## src/video_pkg.sv

```systemverilog
package video_pkg;

	// ------------------------------
	// frame geometry and latency
	// ------------------------------
	localparam int PIX_W    = 10;
	localparam int MAX_LINE = 2048;	// deepest line the buffer can hold.
	localparam int X_W      = 11;
	localparam int Y_W      = 11;
	localparam int PIPE_LAT = 4;	// line buffer 2, demosaic 1, gain 1.

	// ------------------------------
	// sample and counter types
	// ------------------------------
	typedef logic [PIX_W-1:0] pix_t;
	typedef logic [X_W-1:0]   xcnt_t;
	typedef logic [Y_W-1:0]   ycnt_t;

	// all syncs are active high.
	typedef struct packed {
		logic vsync;
		logic hsync;
		logic de;
	} vtiming_t;

	typedef struct packed {
		xcnt_t x;
		ycnt_t y;
	} pos_t;

	// cur is the pixel at pos, the others are its neighbours above and to the left.
	typedef struct packed {
		pix_t up_left;
		pix_t up;
		pix_t left;
		pix_t cur;
	} win_t;

	typedef struct packed {
		pix_t r;
		pix_t g;
		pix_t b;
	} rgb_t;

endpackage

```

## src/bayer_demosaic.sv

```systemverilog
`timescale 1ns/1ps

module bayer_demosaic import video_pkg::*;
(
	input  logic     i_pclk,
	input  logic     i_arstn,
	input  vtiming_t i_timing,
	input  win_t     i_win,
	input  pos_t     i_pos,
	output vtiming_t o_timing,
	output rgb_t     o_rgb
);

	pix_t           w_r;
	pix_t           w_b;
	pix_t           w_g0;
	pix_t           w_g1;
	logic [PIX_W:0] w_g_sum;	// one extra bit so the average does not wrap.

	vtiming_t       r_timing;
	rgb_t           r_rgb;

	// ------------------------------
	// RGGB site selection
	// ------------------------------
	// cur sits at (x, y), so its parity tells where red and blue fall in the window.
	always_comb
	begin
		case ({i_pos.y[0], i_pos.x[0]})
			2'b00:
			begin
				w_r  = i_win.cur;
				w_b  = i_win.up_left;
				w_g0 = i_win.up;
				w_g1 = i_win.left;
			end
			2'b01:
			begin
				w_r  = i_win.left;	// green on a red row.
				w_b  = i_win.up;
				w_g0 = i_win.cur;
				w_g1 = i_win.up_left;
			end
			2'b10:
			begin
				w_r  = i_win.up;	// green on a blue row.
				w_b  = i_win.left;
				w_g0 = i_win.cur;
				w_g1 = i_win.up_left;
			end
			default:
			begin
				w_r  = i_win.up_left;
				w_b  = i_win.cur;
				w_g0 = i_win.up;
				w_g1 = i_win.left;
			end
		endcase
	end

	assign w_g_sum = {1'b0, w_g0} + {1'b0, w_g1};

	always_ff @(posedge i_pclk)
	begin
		if (!i_arstn)
			r_timing <= '0;
		else
			r_timing <= i_timing;
	end

	always_ff @(posedge i_pclk)
	begin
		r_rgb <= '{r: w_r, g: w_g_sum[PIX_W:1], b: w_b};
	end

	assign o_timing = r_timing;
	assign o_rgb    = r_rgb;

endmodule

```

## config.mk

```make
export PLATFORM = sky130hd
export DESIGN_NAME = bayer_demosaic
export DESIGN_NICKNAME = d
export VERILOG_FILES = /design/src/video_pkg.sv /design/src/bayer_demosaic.sv
export SDC_FILE = /design/constraint.sdc
export NUM_CORES = 1
export LEC_CHECK = 0
export BUFFER_PORTS_ARGS = -buffer_cell sky130_fd_sc_hd__buf_2
export CAP_MARGIN = 10
export CORE_AREA = 4 4 69 71
export DETAILED_ROUTE_END_ITERATION = 10
export DIE_AREA = 0 0 73 75
export PLACE_DENSITY_LB_ADDON = 0.05
export RECOVER_POWER = 50
export SLEW_MARGIN = 20
export SYNTH_ARGS = -nofsm -noshare
export SYNTH_HDL_FRONTEND = slang
export SYNTH_SLANG_ARGS = --single-unit
```

## constraint.sdc

```tcl
create_clock -name i_pclk -period 3.65 [get_ports i_pclk]
set_input_delay 0 -clock i_pclk [delete_from_list [all_inputs] [get_ports i_pclk]]
set_output_delay 0 -clock i_pclk [all_outputs]
set_load 0.05 [all_outputs]
```

==> flow_summary.toml <==
[floorplan]
core_area_sq_um = 4230
die-area_sq_um = 5480
die_h_um = 75
start_util = 0.448
std_cell_rows = 24
die_w_um = 73
io_pins = 100

[setup_path]
crit_path_end_kind = "register"
cp.required_ps = 3850
start_kind = "input port"
critical_path_class = "in2reg"
worstPathArrival_ps = 2740
worstPathMaxFanout = 22
crit_path_start = "i_pos[0]"

[drt]
drt-total-wl_mm = 4.99
vias_per_cell = 5.20
drtIter0Drc = 145
drc = 0
final_antenna_net_count = 0
first_pass_iters = 6
vias = 1783
drt-wirelength-per-cell_um = 14.6

[power]
power_frac_comb = 0.460
clockPowerShare = 0.201
p_total_mw = 1.32
switchingPower_uw = 575
swShare = 0.435
p_leak_nw = 1.24
peakVddDrop_v = 0.000315
seqPwrFrac = 0.340
p_per_area_nw_per_um2 = 503
intPower_uw = 747

[min_path]
hold_class = "in2reg"
hold_start = "i_win[27]"
hold_end = "o_rgb[27]"
hold_depth = 3

[timing]
worst_slack_ps = 1110
setup_violations = 0
post-route-period-util = 0.695
tightest_slew_ps = 799
finalSetupTns_ps = 0
rsz0062_at_grt = "false"
drv_slew = 0
hold-worst-slack_ps = 24.5
fmax_mhz = 394
relSlewSlack = 0.467
post-route-min-period_ps = 2540
hold_violations = 0

[place]
place_hpwl_mm = 3.41
dp.cells = 309
port_buffers = 79
place_congestion = 0.821
placed_area_sq_um = 2330
dp_slack_ps = 838

[logic_synthesis]
syn-num-nets = 268
seq_area_frac_synth = 0.348
synth_cell_types = 32
synth_edf_count = 0
synth_cells = 187
synth_area_sq_um = 1900
yosys-top-cells-area = "dfxtp_1 35%, mux2i_1 11%, mux2_2 11%"
synth_async_sr_flop_share = 0
ys_warn_count = 0
synth_top_cell_area_share = 0.348
avgSynthCellArea_sq_um = 10.1
yosys_most_used_dff = "dfxtp_1"
ys_seq_elements = 33
yosys.area.top_type = "dfxtp_1"

[final_layout]
design_area_sq_um = 2630
post-route-util = 0.621
n_antenna_cell = 0
final_layout_size_suffix_gt1_frac = 0.254
layout.cells.non_filler = 343
fill_cells = 372
nNetsFinal = 371
syn_to_final_growth_pct = 38.6

[cts]
cts_tree = "done"
clkTransAtPathRegs_ps = 70
cts_inserted_buffers = 5
htreeDepth = 2
post_cts_resized = 0
cts-root-buf = "clkbuf_8"
cts_buffer_depth = 2
clock_sinks = 33

[grt]
grt_pass1_vias = 1738
grt_max_degree = 23
grt_pass1_wl_mm = 7.73
globalRoute.totalOverflow = 0
grt.total_usage = 0.183
antenna_found_initial = 0

[run_status]
status = "complete, no violations"

[job]
maxCapViolations = 0
[final cells by class]
type,instances,area [sq um],area share
tap,52,65.1,0.0248
inverter,26,97.6,0.0371
sequential,33,661,0.251
timing repair buffer,106,622,0.237
multi-input combinational,118,1100,0.419
clock inverter,2,10.0,0.00381
clock buffer,6,72.6,0.0276
[metal layers]
layer | global-route usage | wire length [um] | vias up
li1 | - | - | 901
met1 | 0.216 | 2190 | 797
met2 | 0.307 | 2340 | 73
met3 | 0.0414 | 356 | 12
met4 | 0.100 | 105 | 0
met5 | 0 | 0 | -
[power by group through the flow]
stage	combinational, mW	clock (mW)	sequential, mW
2_1_floorplan	0.206	0	0.710
5_1_grt	0.651	0.291	0.456
4_1_cts	0.630	0.275	0.447
3_5_place_dp	0.605	0	0.454
6_report	0.608	0.265	0.449
3_3_place_gp	0.604	0	0.455
[layout by cell type (no fill, tap or decap), types with 5 or more instances in the layout]
cell type      count
a222oi_1          20
and2_1             5
buf_2             46
clkbuf_1          34
clkbuf_8           5
dfxtp_1           33
dlygate4sd3_1     26
ha_1              13
inv_1             26
mux2_2            18
mux2i_1           21
nor2_1             5
xnor2_1            5
[worst max-delay path, stage by stage]
cell and delay, ps:
buf_2 100, inv_1 60, ha_1 810, mux2_2 410, ha_1 390, and2_1 220, a221oi_1 410, o21ai_0 160
a211oi_1 180
[worst max path at each step]
stage                      to  slack (ps)  depth (start not counted)
detailed placement  o_rgb[17]         840                         11
floorplan           o_rgb[14]        1280                         10
CTS                 o_rgb[17]        1130                          9
global route        o_rgb[17]         920                         11
global placement    o_rgb[17]         840                          9
finish              o_rgb[18]        1110                          9
[registers in the layout, summed over array words and instances, names as in the netlist]
signal / cells
o_timing: 3
o_rgb: 30
[Yosys cell counts (2+ instances only)]
cell and instances:
mux2_2 18, a21oi_1 4, nor2_1 5, inv_1 26, o21ai_0 2, ha_1 13
a21o_1 4, a222oi_1 20, xnor2_1 5, dfxtp_1 33, mux2i_1 21, xor2_1 2
clkbuf_1 10, and2_1 5, nand2_1 2
[repair_timing]
action | CTS | global route
hold buffers | 26 | 0
endpoints found under the setup margin | 0 | 0
setup buffers | 0 | 0
endpoints found under the hold margin | 23 | 0
[cell families after synthesis]
family          after synthesis  share of synthesized area
mux                          39                      0.218
compound gates               38                      0.174
flops                        33                      0.348
simple gates                 20                     0.0600
xor+xnor                      7                     0.0323
fa+ha+maj                    14                     0.0963
buf+inv                      36                     0.0712
Power figures use the tool's default switching activity.
