$ cat src/cfg_pkg.sv
package cfg_pkg;

	// gains are Q2.6, so 64 is a gain of one.
	typedef logic [7:0] gain_t;
	typedef logic [1:0] cfg_addr_t;

	// ------------------------------
	// register map
	// ------------------------------
	localparam cfg_addr_t REG_GAIN_R = 2'd0;
	localparam cfg_addr_t REG_GAIN_G = 2'd1;
	localparam cfg_addr_t REG_GAIN_B = 2'd2;

	localparam gain_t GAIN_UNITY = 8'd64;

	typedef struct packed {
		gain_t r;
		gain_t g;
		gain_t b;
	} gains_t;

endpackage

$ cat src/video_pkg.sv
package video_pkg;

	// ------------------------------
	// frame geometry and latency
	// ------------------------------
	localparam int PIX_W    = 10;
	localparam int MAX_LINE = 2048;	// deepest line the buffer can hold.
	localparam int X_W      = 11;
	localparam int Y_W      = 11;
	localparam int PIPE_LAT = 4;	// line buffer 2, demosaic 1, gain 1.

	// ------------------------------
	// sample and counter types
	// ------------------------------
	typedef logic [PIX_W-1:0] pix_t;
	typedef logic [X_W-1:0]   xcnt_t;
	typedef logic [Y_W-1:0]   ycnt_t;

	// all syncs are active high.
	typedef struct packed {
		logic vsync;
		logic hsync;
		logic de;
	} vtiming_t;

	typedef struct packed {
		xcnt_t x;
		ycnt_t y;
	} pos_t;

	// cur is the pixel at pos, the others are its neighbours above and to the left.
	typedef struct packed {
		pix_t up_left;
		pix_t up;
		pix_t left;
		pix_t cur;
	} win_t;

	typedef struct packed {
		pix_t r;
		pix_t g;
		pix_t b;
	} rgb_t;

endpackage

$ cat src/wb_gain.sv
`timescale 1ns/1ps

module wb_gain import video_pkg::*, cfg_pkg::*;
(
	input  logic     i_pclk,
	input  logic     i_arstn,
	input  vtiming_t i_timing,
	input  rgb_t     i_rgb,
	input  gains_t   i_gains,
	output vtiming_t o_timing,
	output rgb_t     o_rgb
);

	vtiming_t r_timing;
	rgb_t     r_rgb;

	// multiply by a Q2.6 gain, round to nearest and clamp to full scale.
	function automatic pix_t apply_gain(input pix_t s, input gain_t g);
		logic [PIX_W+$bits(gain_t)-1:0] prod;
		logic [PIX_W+$bits(gain_t)-1:0] scaled;
		begin
			prod   = s * g;
			prod   = prod + (GAIN_UNITY >> 1);
			scaled = prod >> $clog2(GAIN_UNITY);
			if (scaled > {PIX_W{1'b1}})
				return '1;
			return scaled[PIX_W-1:0];
		end
	endfunction

	always_ff @(posedge i_pclk)
	begin
		if (!i_arstn)
			r_timing <= '0;
		else
			r_timing <= i_timing;
	end

	always_ff @(posedge i_pclk)
	begin
		r_rgb.r <= apply_gain(i_rgb.r, i_gains.r);
		r_rgb.g <= apply_gain(i_rgb.g, i_gains.g);
		r_rgb.b <= apply_gain(i_rgb.b, i_gains.b);
	end

	assign o_timing = r_timing;
	assign o_rgb    = r_rgb;

endmodule

$ cat config.mk
export PLATFORM = sky130hd
export DESIGN_NAME = wb_gain
export DESIGN_NICKNAME = d
export VERILOG_FILES = /design/src/cfg_pkg.sv /design/src/video_pkg.sv /design/src/wb_gain.sv
export SDC_FILE = /design/constraint.sdc
export NUM_CORES = 1
export LEC_CHECK = 0
export BUFFER_PORTS_ARGS = -buffer_cell sky130_fd_sc_hd__buf_2
export CORE_MARGIN = 2
export CORE_UTILIZATION = 30
export CTS_CLUSTER_DIAMETER = 30
export CTS_CLUSTER_SIZE = 24
export DETAILED_ROUTE_END_ITERATION = 6
export PLACE_DENSITY = 0.46
export SETUP_SLACK_MARGIN = 0.5
export SLEW_MARGIN = 25
export SYNTH_ARGS = -nofsm -noshare
export SYNTH_HDL_FRONTEND = slang
export SYNTH_SLANG_ARGS = --single-unit
$ cat constraint.sdc
create_clock -name i_pclk -period 6.8 [get_ports i_pclk]
set_clock_uncertainty 0.2 [all_clocks]
set_input_delay 0 -clock i_pclk [delete_from_list [all_inputs] [get_ports i_pclk]]
set_output_delay 0 -clock i_pclk [all_outputs]
set_load 0.01 [all_outputs]
==> impl_metrics.csv <==
group,metric,value,unit
status,run_status,"finished, final reports clean",
global_route,antenna_found_initial,1,
pwr,ir_worst_vdd,0.1754,mV
timing,worst_pin_slew,978.1,ps
pwr,total_power,2861,uW
timing,hold_viol,0,
routing,firstDrtPassIters,4,
finish,drive_above_1_share,10.47,%
timing,tns,0,ps
timing,setup-violations-final,0,
critical_path,cpMostUsedCell,"fa_1",
critical_path,cp.required,6720,ps
global_route,grt_max_degree,12,
timing,grt_setup_unrepaired,"false",
synth,syn_avg_cell_area,9.094,um^2
global_route,grt_overflow,0,
placement,io_buffers,91,
routing,dr.first_iter.drc_count,197,
clock_network,path_clk_slew,60,ps
clock_network,clockBufferDepth,2,
critical_path,slowest_delay,690,ps
floorplan,fp.dieW,172.7,um
floorplan,die_y,172.7,um
finish,final_common_cell,"and2_1",
finish,area_growth,13.07,%
synth,synth_area,0.008539,mm^2
clock_network,htree_levels,2,
critical_path,cp_slowest_cell,"a311oi_2",
clock_network,clock-sinks,33,
synth,synth-async-reset-ratio,0,%
placement,gp_congestion,0.7728,
floorplan,rows,61,
synth,syn-num-nets,1259,
synth,yosysUniqueCellTypes,54,
finish,num_antenna_cells,0,
critical_path,timing_worst_setup_path_type,"in2reg",
routing,drt_wl_total,19830,um
clock_network,cts.repair.resized,0,
global_route,grt_pass1_vias,6861,
synth,synth.area.top_cells,"fa_1, ha_1, and2_1",
timing,max_freq,0.2150,GHz
clock_network,cts_buffers,5,
critical_path,crit_chain,"buf_2 > and2_1 > fa_1 > fa_1 > fa_1 > inv_1 > fa_1 > inv_1 > ha_1 > nand2_1 > o21a_1 > o31ai_2 > a2111oi_1 > a311oi_2 > o311ai_1",
floorplan,ios,92,
finish,nFillCells,3004,
synth,postSynthCellCount,939,
run,drv_cap,0,
routing,vias,6376,
finish,nNetsFinal,1360,
synth,ys_seq_area_share,7.736,%
global_route,grt_use_total,14.29,%
critical_path,end_kind,"flip-flop",
floorplan,start_util,30.57,%
routing,via_per_inst,4.493,
synth,ys_ff_latch,33,
critical_path,startpoint_type,"primary input",
worst_hold_path,holdCritPathClass,"in2reg",
synth,synthFlopType,"dfxtp_1",
global_route,grt_pass1_wl,35210,um
clock_network,cts_tree,"done",
clock_network,cts-root-buf,"clkbuf_16",
placement,hpwl,17180,um
finish,multi_input_area,0.007154,mm^2
routing,avgRoutedWirePerCell,13.98,um
timing,slew_headroom,34.33,%
pwr,power-per-cell-area,296.3,mW/mm^2
synth,synth_edf_count,0,
critical_path,critPathMaxFanout,10,
floorplan,die_area,0.02983,mm^2
finish,most-common-layout-cells,"and2_1, inv_1, fa_1",
pwr,cellLeakagePower,0.004859,uW
synth,synth_top_cell_by_area,"fa_1",
floorplan,core,0.02793,mm^2
routing,ant_nets,0,
timing,period_needed,4650,ps
timing,min_period_over_period,68.39,%
finish,seq_area,660.6,um^2
critical_path,cp.arrival,4570,ps
synth,yosys.area.top_type_share,33.76,%
synth,yosys_warnings,0,
timing,slew_viol_final,0,
routing,drc,0,
cells in the mapped netlist, drive strengths merged, types with 2 or more instances:
library cell	count
and2	192
inv	189
fa	144
ha	117
nand2	62
dfxtp	33
a21oi	28
nand3	24
xnor2	21
o21ai	15
nor2	12
xor2	11
and3	8
nor3	8
o211ai	8
o21a	5
o21bai	5
a21boi	4
a21o	4
a31oi	4
and4	4
nand4	4
a221o	3
nand3b	3
nor2b	3
a2111oi	2
a211oi	2
a311oi	2
clkbuf	2
mux2	2
nor4	2
o311ai	2
per-layer routing:
layer,vias to the layer above,track usage (%),routed length (um)
met5,-,0,0
met2,68,24.00,9556
met1,3134,20.23,9674
li1,3166,-,-
met4,0,1.695,114
met3,8,1.847,486
flip-flops by register name, indices dropped and copies added (netlist names):
signal / cells
o_rgb: 30
o_timing: 3
cell families (layout without fill, tap and decap cells):
logic type      after synthesis  after routing  share of synthesized area [%]
compound gates               94             94                          7.868
fa+ha+maj                   261            261                          50.90
simple gates                325            325                          21.38
buf+inv                     192            294                          8.484
xor+xnor                     32             32                          3.370
flops                        33             33                          7.736
mux                           2              2                         0.2637
worst max-delay path, delay by kind of cell:
family,cells,cell delay (ps)
buf+inv,3,250
compound gates,5,1590
simple gates,2,270
fa+ha+maj,5,2440
final timing paths:
path,from,to,depth (start not counted)
hold / removal,i_arstn,o_timing[0],3
setup / recovery,i_gains[7],o_rgb[3],15
area by class of cell:
| cell class | count | area share, % |
|---|---|---|
| Clock inverter | 3 | 0.1814 |
| Inverter | 189 | 7.347 |
| Tap cell | 378 | 4.898 |
| Timing Repair Buffer | 97 | 5.339 |
| Multi-Input combinational cell | 714 | 74.10 |
| Sequential cell | 33 | 6.842 |
| Clock buffer | 5 | 1.296 |
power by group:
part / leakage [uW] / switching, uW / total, uW / internal (uW)
sequential: 0.000276 / 43.0 / 333 / 290
clock: 0.0000696 / 89.0 / 223 / 134
combinational: 0.00451 / 1300 / 2300 / 1010
total: 0.00486 / 1430 / 2860 / 1430
per-stage QoR:
stage	instances	instance area, um^2	hold slack (ps)	util (%)	worst slack, ps
floorplan	939	8539	-78.29	-	2297
global placement	1405	9453	7.910	33.84	1780
detailed placement	1405	9453	12.63	33.84	1847
CTS	1419	9656	381.4	34.57	2109
global route	1419	9656	419.9	34.57	1770
finish	1419	9656	390.2	34.57	2150
repair_timing:
item | 4_1_cts | 5_1_grt
hold buffers | 6 | 0
hold endpoints to repair | 3 | 0
setup buffers | 0 | 0
setup endpoints to repair | 0 | 0
No activity file was read; power rests on OpenSTA's default activity.
