File: src/cfg_pkg.sv
package cfg_pkg;

	// gains are Q2.6, so 64 is a gain of one.
	typedef logic [7:0] gain_t;
	typedef logic [1:0] cfg_addr_t;

	// ------------------------------
	// register map
	// ------------------------------
	localparam cfg_addr_t REG_GAIN_R = 2'd0;
	localparam cfg_addr_t REG_GAIN_G = 2'd1;
	localparam cfg_addr_t REG_GAIN_B = 2'd2;

	localparam gain_t GAIN_UNITY = 8'd64;

	typedef struct packed {
		gain_t r;
		gain_t g;
		gain_t b;
	} gains_t;

endpackage

File: src/cfg_regs.sv
`timescale 1ns/1ps

module cfg_regs import cfg_pkg::*;
(
	input  logic      i_pclk,
	input  logic      i_arstn,
	input  logic      i_vsync,
	input  logic      i_req,
	input  logic      i_we,
	input  cfg_addr_t i_addr,
	input  gain_t     i_wdata,
	output logic      o_ack,
	output gain_t     o_rdata,
	output gains_t    o_gains
);

	typedef enum logic [1:0] {IDLE, ACK, WAIT_LOW} state_t;

	state_t r_state;
	gains_t r_pending;	// written by the port, visible to reads.
	gains_t r_shadow;	// what the pipeline uses for the whole frame.
	gain_t  r_rdata;
	logic   r_vs_d;

	// ------------------------------
	// four-phase register port
	// ------------------------------
	always_ff @(posedge i_pclk)
	begin
		if (!i_arstn)
		begin
			r_state   <= IDLE;
			r_pending <= '{r: GAIN_UNITY, g: GAIN_UNITY, b: GAIN_UNITY};
			r_rdata   <= '0;
		end
		else
		begin
			case (r_state)
				IDLE:
				begin
					if (i_req)
					begin
						r_state <= ACK;	// access happens once, on entry.
						if (i_we)
						begin
							case (i_addr)
								REG_GAIN_R: r_pending.r <= i_wdata;
								REG_GAIN_G: r_pending.g <= i_wdata;
								REG_GAIN_B: r_pending.b <= i_wdata;
								default: ;
							endcase
						end
						else
						begin
							case (i_addr)
								REG_GAIN_R: r_rdata <= r_pending.r;
								REG_GAIN_G: r_rdata <= r_pending.g;
								REG_GAIN_B: r_rdata <= r_pending.b;
								default:    r_rdata <= '0;
							endcase
						end
					end
				end
				ACK:
				begin
					if (!i_req)
						r_state <= WAIT_LOW;
				end
				default: r_state <= IDLE;
			endcase
		end
	end

	// pending gains move to the shadow set on the vsync rising edge.
	always_ff @(posedge i_pclk)
	begin
		if (!i_arstn)
		begin
			r_vs_d   <= 1'b0;
			r_shadow <= '{r: GAIN_UNITY, g: GAIN_UNITY, b: GAIN_UNITY};
		end
		else
		begin
			r_vs_d <= i_vsync;
			if (i_vsync && !r_vs_d)
				r_shadow <= r_pending;
		end
	end

	assign o_ack   = (r_state == ACK);
	assign o_rdata = r_rdata;
	assign o_gains = r_shadow;

endmodule

File: config.mk
export PLATFORM = sky130hd
export DESIGN_NAME = cfg_regs
export DESIGN_NICKNAME = d
export VERILOG_FILES = /design/src/cfg_pkg.sv /design/src/cfg_regs.sv
export SDC_FILE = /design/constraint.sdc
export NUM_CORES = 1
export LEC_CHECK = 0
export ABC_CLOCK_PERIOD_IN_PS = 1200
export BUFFER_PORTS_ARGS = -buffer_cell sky130_fd_sc_hd__buf_2
export CORE_MARGIN = 2
export CORE_UTILIZATION = 48
export DETAILED_ROUTE_END_ITERATION = 16
export PLACE_DENSITY_LB_ADDON = 0.25
export SYNTH_ARGS = -nofsm -noshare
export SYNTH_HDL_FRONTEND = slang
export SYNTH_SLANG_ARGS = --single-unit
File: constraint.sdc
create_clock -name i_pclk -period 1.2 [get_ports i_pclk]
set_input_delay 0.24 -clock i_pclk [delete_from_list [all_inputs] [get_ports i_pclk]]
set_output_delay 0.24 -clock i_pclk [all_outputs]
set_load 0.05 [all_outputs]
==> results.yml <==
run_status:
  status: "finished, violations left"
  failed_checks: "negative setup slack"
job:
  timing.max_cap.violations: 0
setup_path:
  cp_endpoint_kind: "primary output"
  rr_startpoint: "r_state[1]"
  critical_path_required_ns: 0.96
  r2r-end: "o_rdata[3]"
  worst_ep_arrival_time_ns: 1.12
  timing_worst_setup_path_type: "flop to primary output"
  worst-r2r-cell-count: 6
  reg2reg_setup_slack_ns: -0.11
  critPathMaxFanout: 2
  worstSetupStartpointType: "flop"
timing:
  setup_repair_after_global_routing_missed_its_margin: "yes"
  layout_min_cycle_time_ns: 1.36
  fin_ws_ns: -0.160
  finalClockSkew_ns: 0.00975
  slew_viol_final: 0
  finalHoldViolCount: 0
  relSlewSlack_pct: 81.4
  fmax_ghz: 0.735
  timing.final.crit_share_pct: 113
  final_setup_viols: 17
  worst_pin_slew_ns: 0.278
global_routing:
  grt_start_max_net_pins: 29
  grt_overflow: 0
  grt_pass1_wl_um: 8850
  gr-usage-all-layers_pct: 22.0
  vias_in_the_first_global_route: 1897
  grt_antenna_before_repair: 0
floorplanning:
  ios: 48
  num_rows: 25
  die_x_um: 74.0
  start_util_pct: 49.9
  floorplan.core_area_um2: 4720
  chipHeight_um: 74.0
  die-area_um2: 5480
yosys:
  syn_area_per_cell_um2: 9.42
  synthMuxAreaShare_pct: 13.6
  synthCells: 250
  synthesis_stage_register_bit_count: 59
  synth_top_family_by_area: "simple AND/OR/NAND/NOR gates"
  synth_xor_area_share_pct: 0
  yosysWarningCount: 0
  synth.lib_cells_used.distinct: 23
  synth_fa_ha_area_share_pct: 0
  post_synth_and_or_nand_nor_area_fraction_pct: 18.8
  synth_sequential_area_ratio_pct: 50.2
  synth-edff-count: 0
  synth.cell_area_um2: 2350
  synth_flop_cell: "sky130_fd_sc_hd__dfxtp_1"
  synth_compound_gate_area_share_pct: 13.1
  synth-async-reset-ratio_pct: 0
  syn_nets: 265
drt:
  wire_per_inst_um: 13.9
  firstDrtPassIters: 5
  routed-via-count: 1886
  totalWireLength_um: 5310
  final_antenna_net_count: 0
  route.detailed.drc: 0
  first_drt_iteration_drcs: 117
  drt-vias-per-instance: 4.95
hold_path:
  hold_depth: 2
  hp-class: "input pin to flop"
  timing.hold.worst_endpoint: "r_vs_d"
  hp-start: "i_vsync"
clock_tree:
  htreeDepth: 3
  cts_tree: "built"
  root_buffer: "sky130_fd_sc_hd__clkbuf_8"
  clock_tree.buffer_depth: 2
  numCtsBuffers: 9
  clkSinkCount: 59
  cts.hold.buffers_added: 0
  clock_latency_ns: 0.33
  cts.clk_slew.worst_paths_ns: 0.07
power_and_ir_drop:
  max-vdd-ir-drop_mv: 0.631
  p_per_area_nw_per_um2: 1370
  leakage_nw: 1.42
finish:
  layout-drive-gt1-share_pct: 30.6
  finish.instance_area_um2: 3090
  finalCoreUtilization_pct: 65.4
  design.final.nets: 324
  antennaDiodeCount: 0
  syn_to_final_growth_pct: 31.1
placed_design:
  postPlaceCellArea_um2: 2750
  routabilityCongestion: 0.774
  detailed_place_hpwl_um: 3490
  place.port_buffers: 47
[flip-flops by register name, indices dropped and copies added, names as in the netlist]
signal,count
o_gains,24
o_rdata,8
r_pending,24
r_state,2
r_vs_d,1
[repair_timing]
| action | 4_1_cts | 5_1_grt |
|---|---|---|
| endpoints found under the setup margin | 22 | 50 |
| resized for setup | 18 | 37 |
| pin swaps | 2 | 1 |
| gates cloned | 1 | 0 |
| buffers inserted | 1 | 2 |
[critical path: stages, from the launching register on]
cell                      delay, ns
sky130_fd_sc_hd__dfxtp_2       0.33
sky130_fd_sc_hd__buf_6         0.10
sky130_fd_sc_hd__and2b_2       0.22
sky130_fd_sc_hd__buf_8         0.15
[placed cells by master (no fill, tap or decap), types with 2 or more instances in the layout]
master / count
sky130_fd_sc_hd__nand2_1: 76
sky130_fd_sc_hd__dfxtp_1: 57
sky130_fd_sc_hd__mux2i_1: 32
sky130_fd_sc_hd__buf_2: 25
sky130_fd_sc_hd__a21boi_0: 21
sky130_fd_sc_hd__clkbuf_4: 16
sky130_fd_sc_hd__buf_4: 14
sky130_fd_sc_hd__clkbuf_8: 9
sky130_fd_sc_hd__a2bb2oi_1: 8
sky130_fd_sc_hd__a21oi_1: 8
sky130_fd_sc_hd__o21ai_2: 7
sky130_fd_sc_hd__nor2b_1: 6
sky130_fd_sc_hd__buf_6: 5
sky130_fd_sc_hd__buf_12: 5
sky130_fd_sc_hd__nand3_1: 3
sky130_fd_sc_hd__clkinv_2: 3
sky130_fd_sc_hd__nand2_4: 2
sky130_fd_sc_hd__clkbuf_1: 2
[Yosys cell counts, types with 2 or more instances]
| master | count | area share, % |
|---|---|---|
| sky130_fd_sc_hd__dfxtp_1 | 59 | 50 |
| sky130_fd_sc_hd__clkbuf_1 | 8 | 1.3 |
| sky130_fd_sc_hd__a2bb2oi_1 | 8 | 3.0 |
| sky130_fd_sc_hd__a21boi_0 | 21 | 6.7 |
| sky130_fd_sc_hd__buf_4 | 2 | 0.64 |
| sky130_fd_sc_hd__buf_6 | 3 | 1.4 |
| sky130_fd_sc_hd__nand2_1 | 76 | 12 |
| sky130_fd_sc_hd__o21ai_0 | 8 | 1.7 |
| sky130_fd_sc_hd__buf_2 | 4 | 0.85 |
| sky130_fd_sc_hd__nand3_1 | 3 | 0.64 |
| sky130_fd_sc_hd__mux2i_1 | 32 | 14 |
| sky130_fd_sc_hd__nor2b_1 | 6 | 1.6 |
| sky130_fd_sc_hd__a21oi_1 | 8 | 1.7 |
| sky130_fd_sc_hd__and4bb_2 | 2 | 1.1 |
| sky130_fd_sc_hd__nand2_2 | 2 | 0.53 |
[through the flow]
stage          cells  setup TNS, ns  worst slack [ns]  hold WS [ns]  power [mW]
6_report         381          -1.22            -0.160         0.137        4.23
2_1_floorplan    250              0            0.0671         0.362        2.37
5_1_grt          381          -2.10            -0.207         0.125        4.39
3_3_place_gp     362              0            0.0136         0.448        2.52
4_1_cts          380          -1.46            -0.164         0.117        4.25
3_5_place_dp     362         -0.130           -0.0332         0.453        2.52
[power by group]
group	switching, mW	leakage, nW	internal, mW	total [mW]
clock	0.749	0.0971	0.952	1.70
combinational	0.294	0.844	0.195	0.489
sequential	0.0324	0.480	2.01	2.04
[worst max-delay path by stage]
stage          startpoint            to  cells after the start
6_report       r_state[1]         o_ack                      3
5_1_grt        r_state[1]    o_rdata[3]                      6
4_1_cts        r_state[1]         o_ack                      3
3_5_place_dp   r_state[0]  r_pending[4]                      4
3_3_place_gp   r_state[1]    o_rdata[7]                      5
2_1_floorplan  r_state[1]  r_pending[6]                      4
[routing by layer]
| layer | part of all wire [%] | track usage (%) | up-vias |
|---|---|---|---|
| li1 | - | - | 962 |
| met1 | 46 | 26.8 | 881 |
| met2 | 49 | 35.0 | 36 |
| met3 | 3.8 | 7.18 | 7 |
| met4 | 1.6 | 10.9 | 0 |
| met5 | 0 | 0 | - |
[layout make-up]
class / count / area (um^2)
Timing Repair Buffer: 66 / 522
Clock inverter: 5 / 53.8
Tap cell: 67 / 83.8
Clock buffer: 11 / 131
Fill cell: 413 / 1640
Multi-Input combinational cell: 173 / 1110
Sequential cell: 59 / 1190
[cells by family after synthesis]
logic type,Yosys count
buffers and inverters,18
AND/OR/NAND/NOR,96
multiplexers,32
AO/OA/AOI/OAI,45
flip-flops,59
Power figures use the tool's default switching activity.
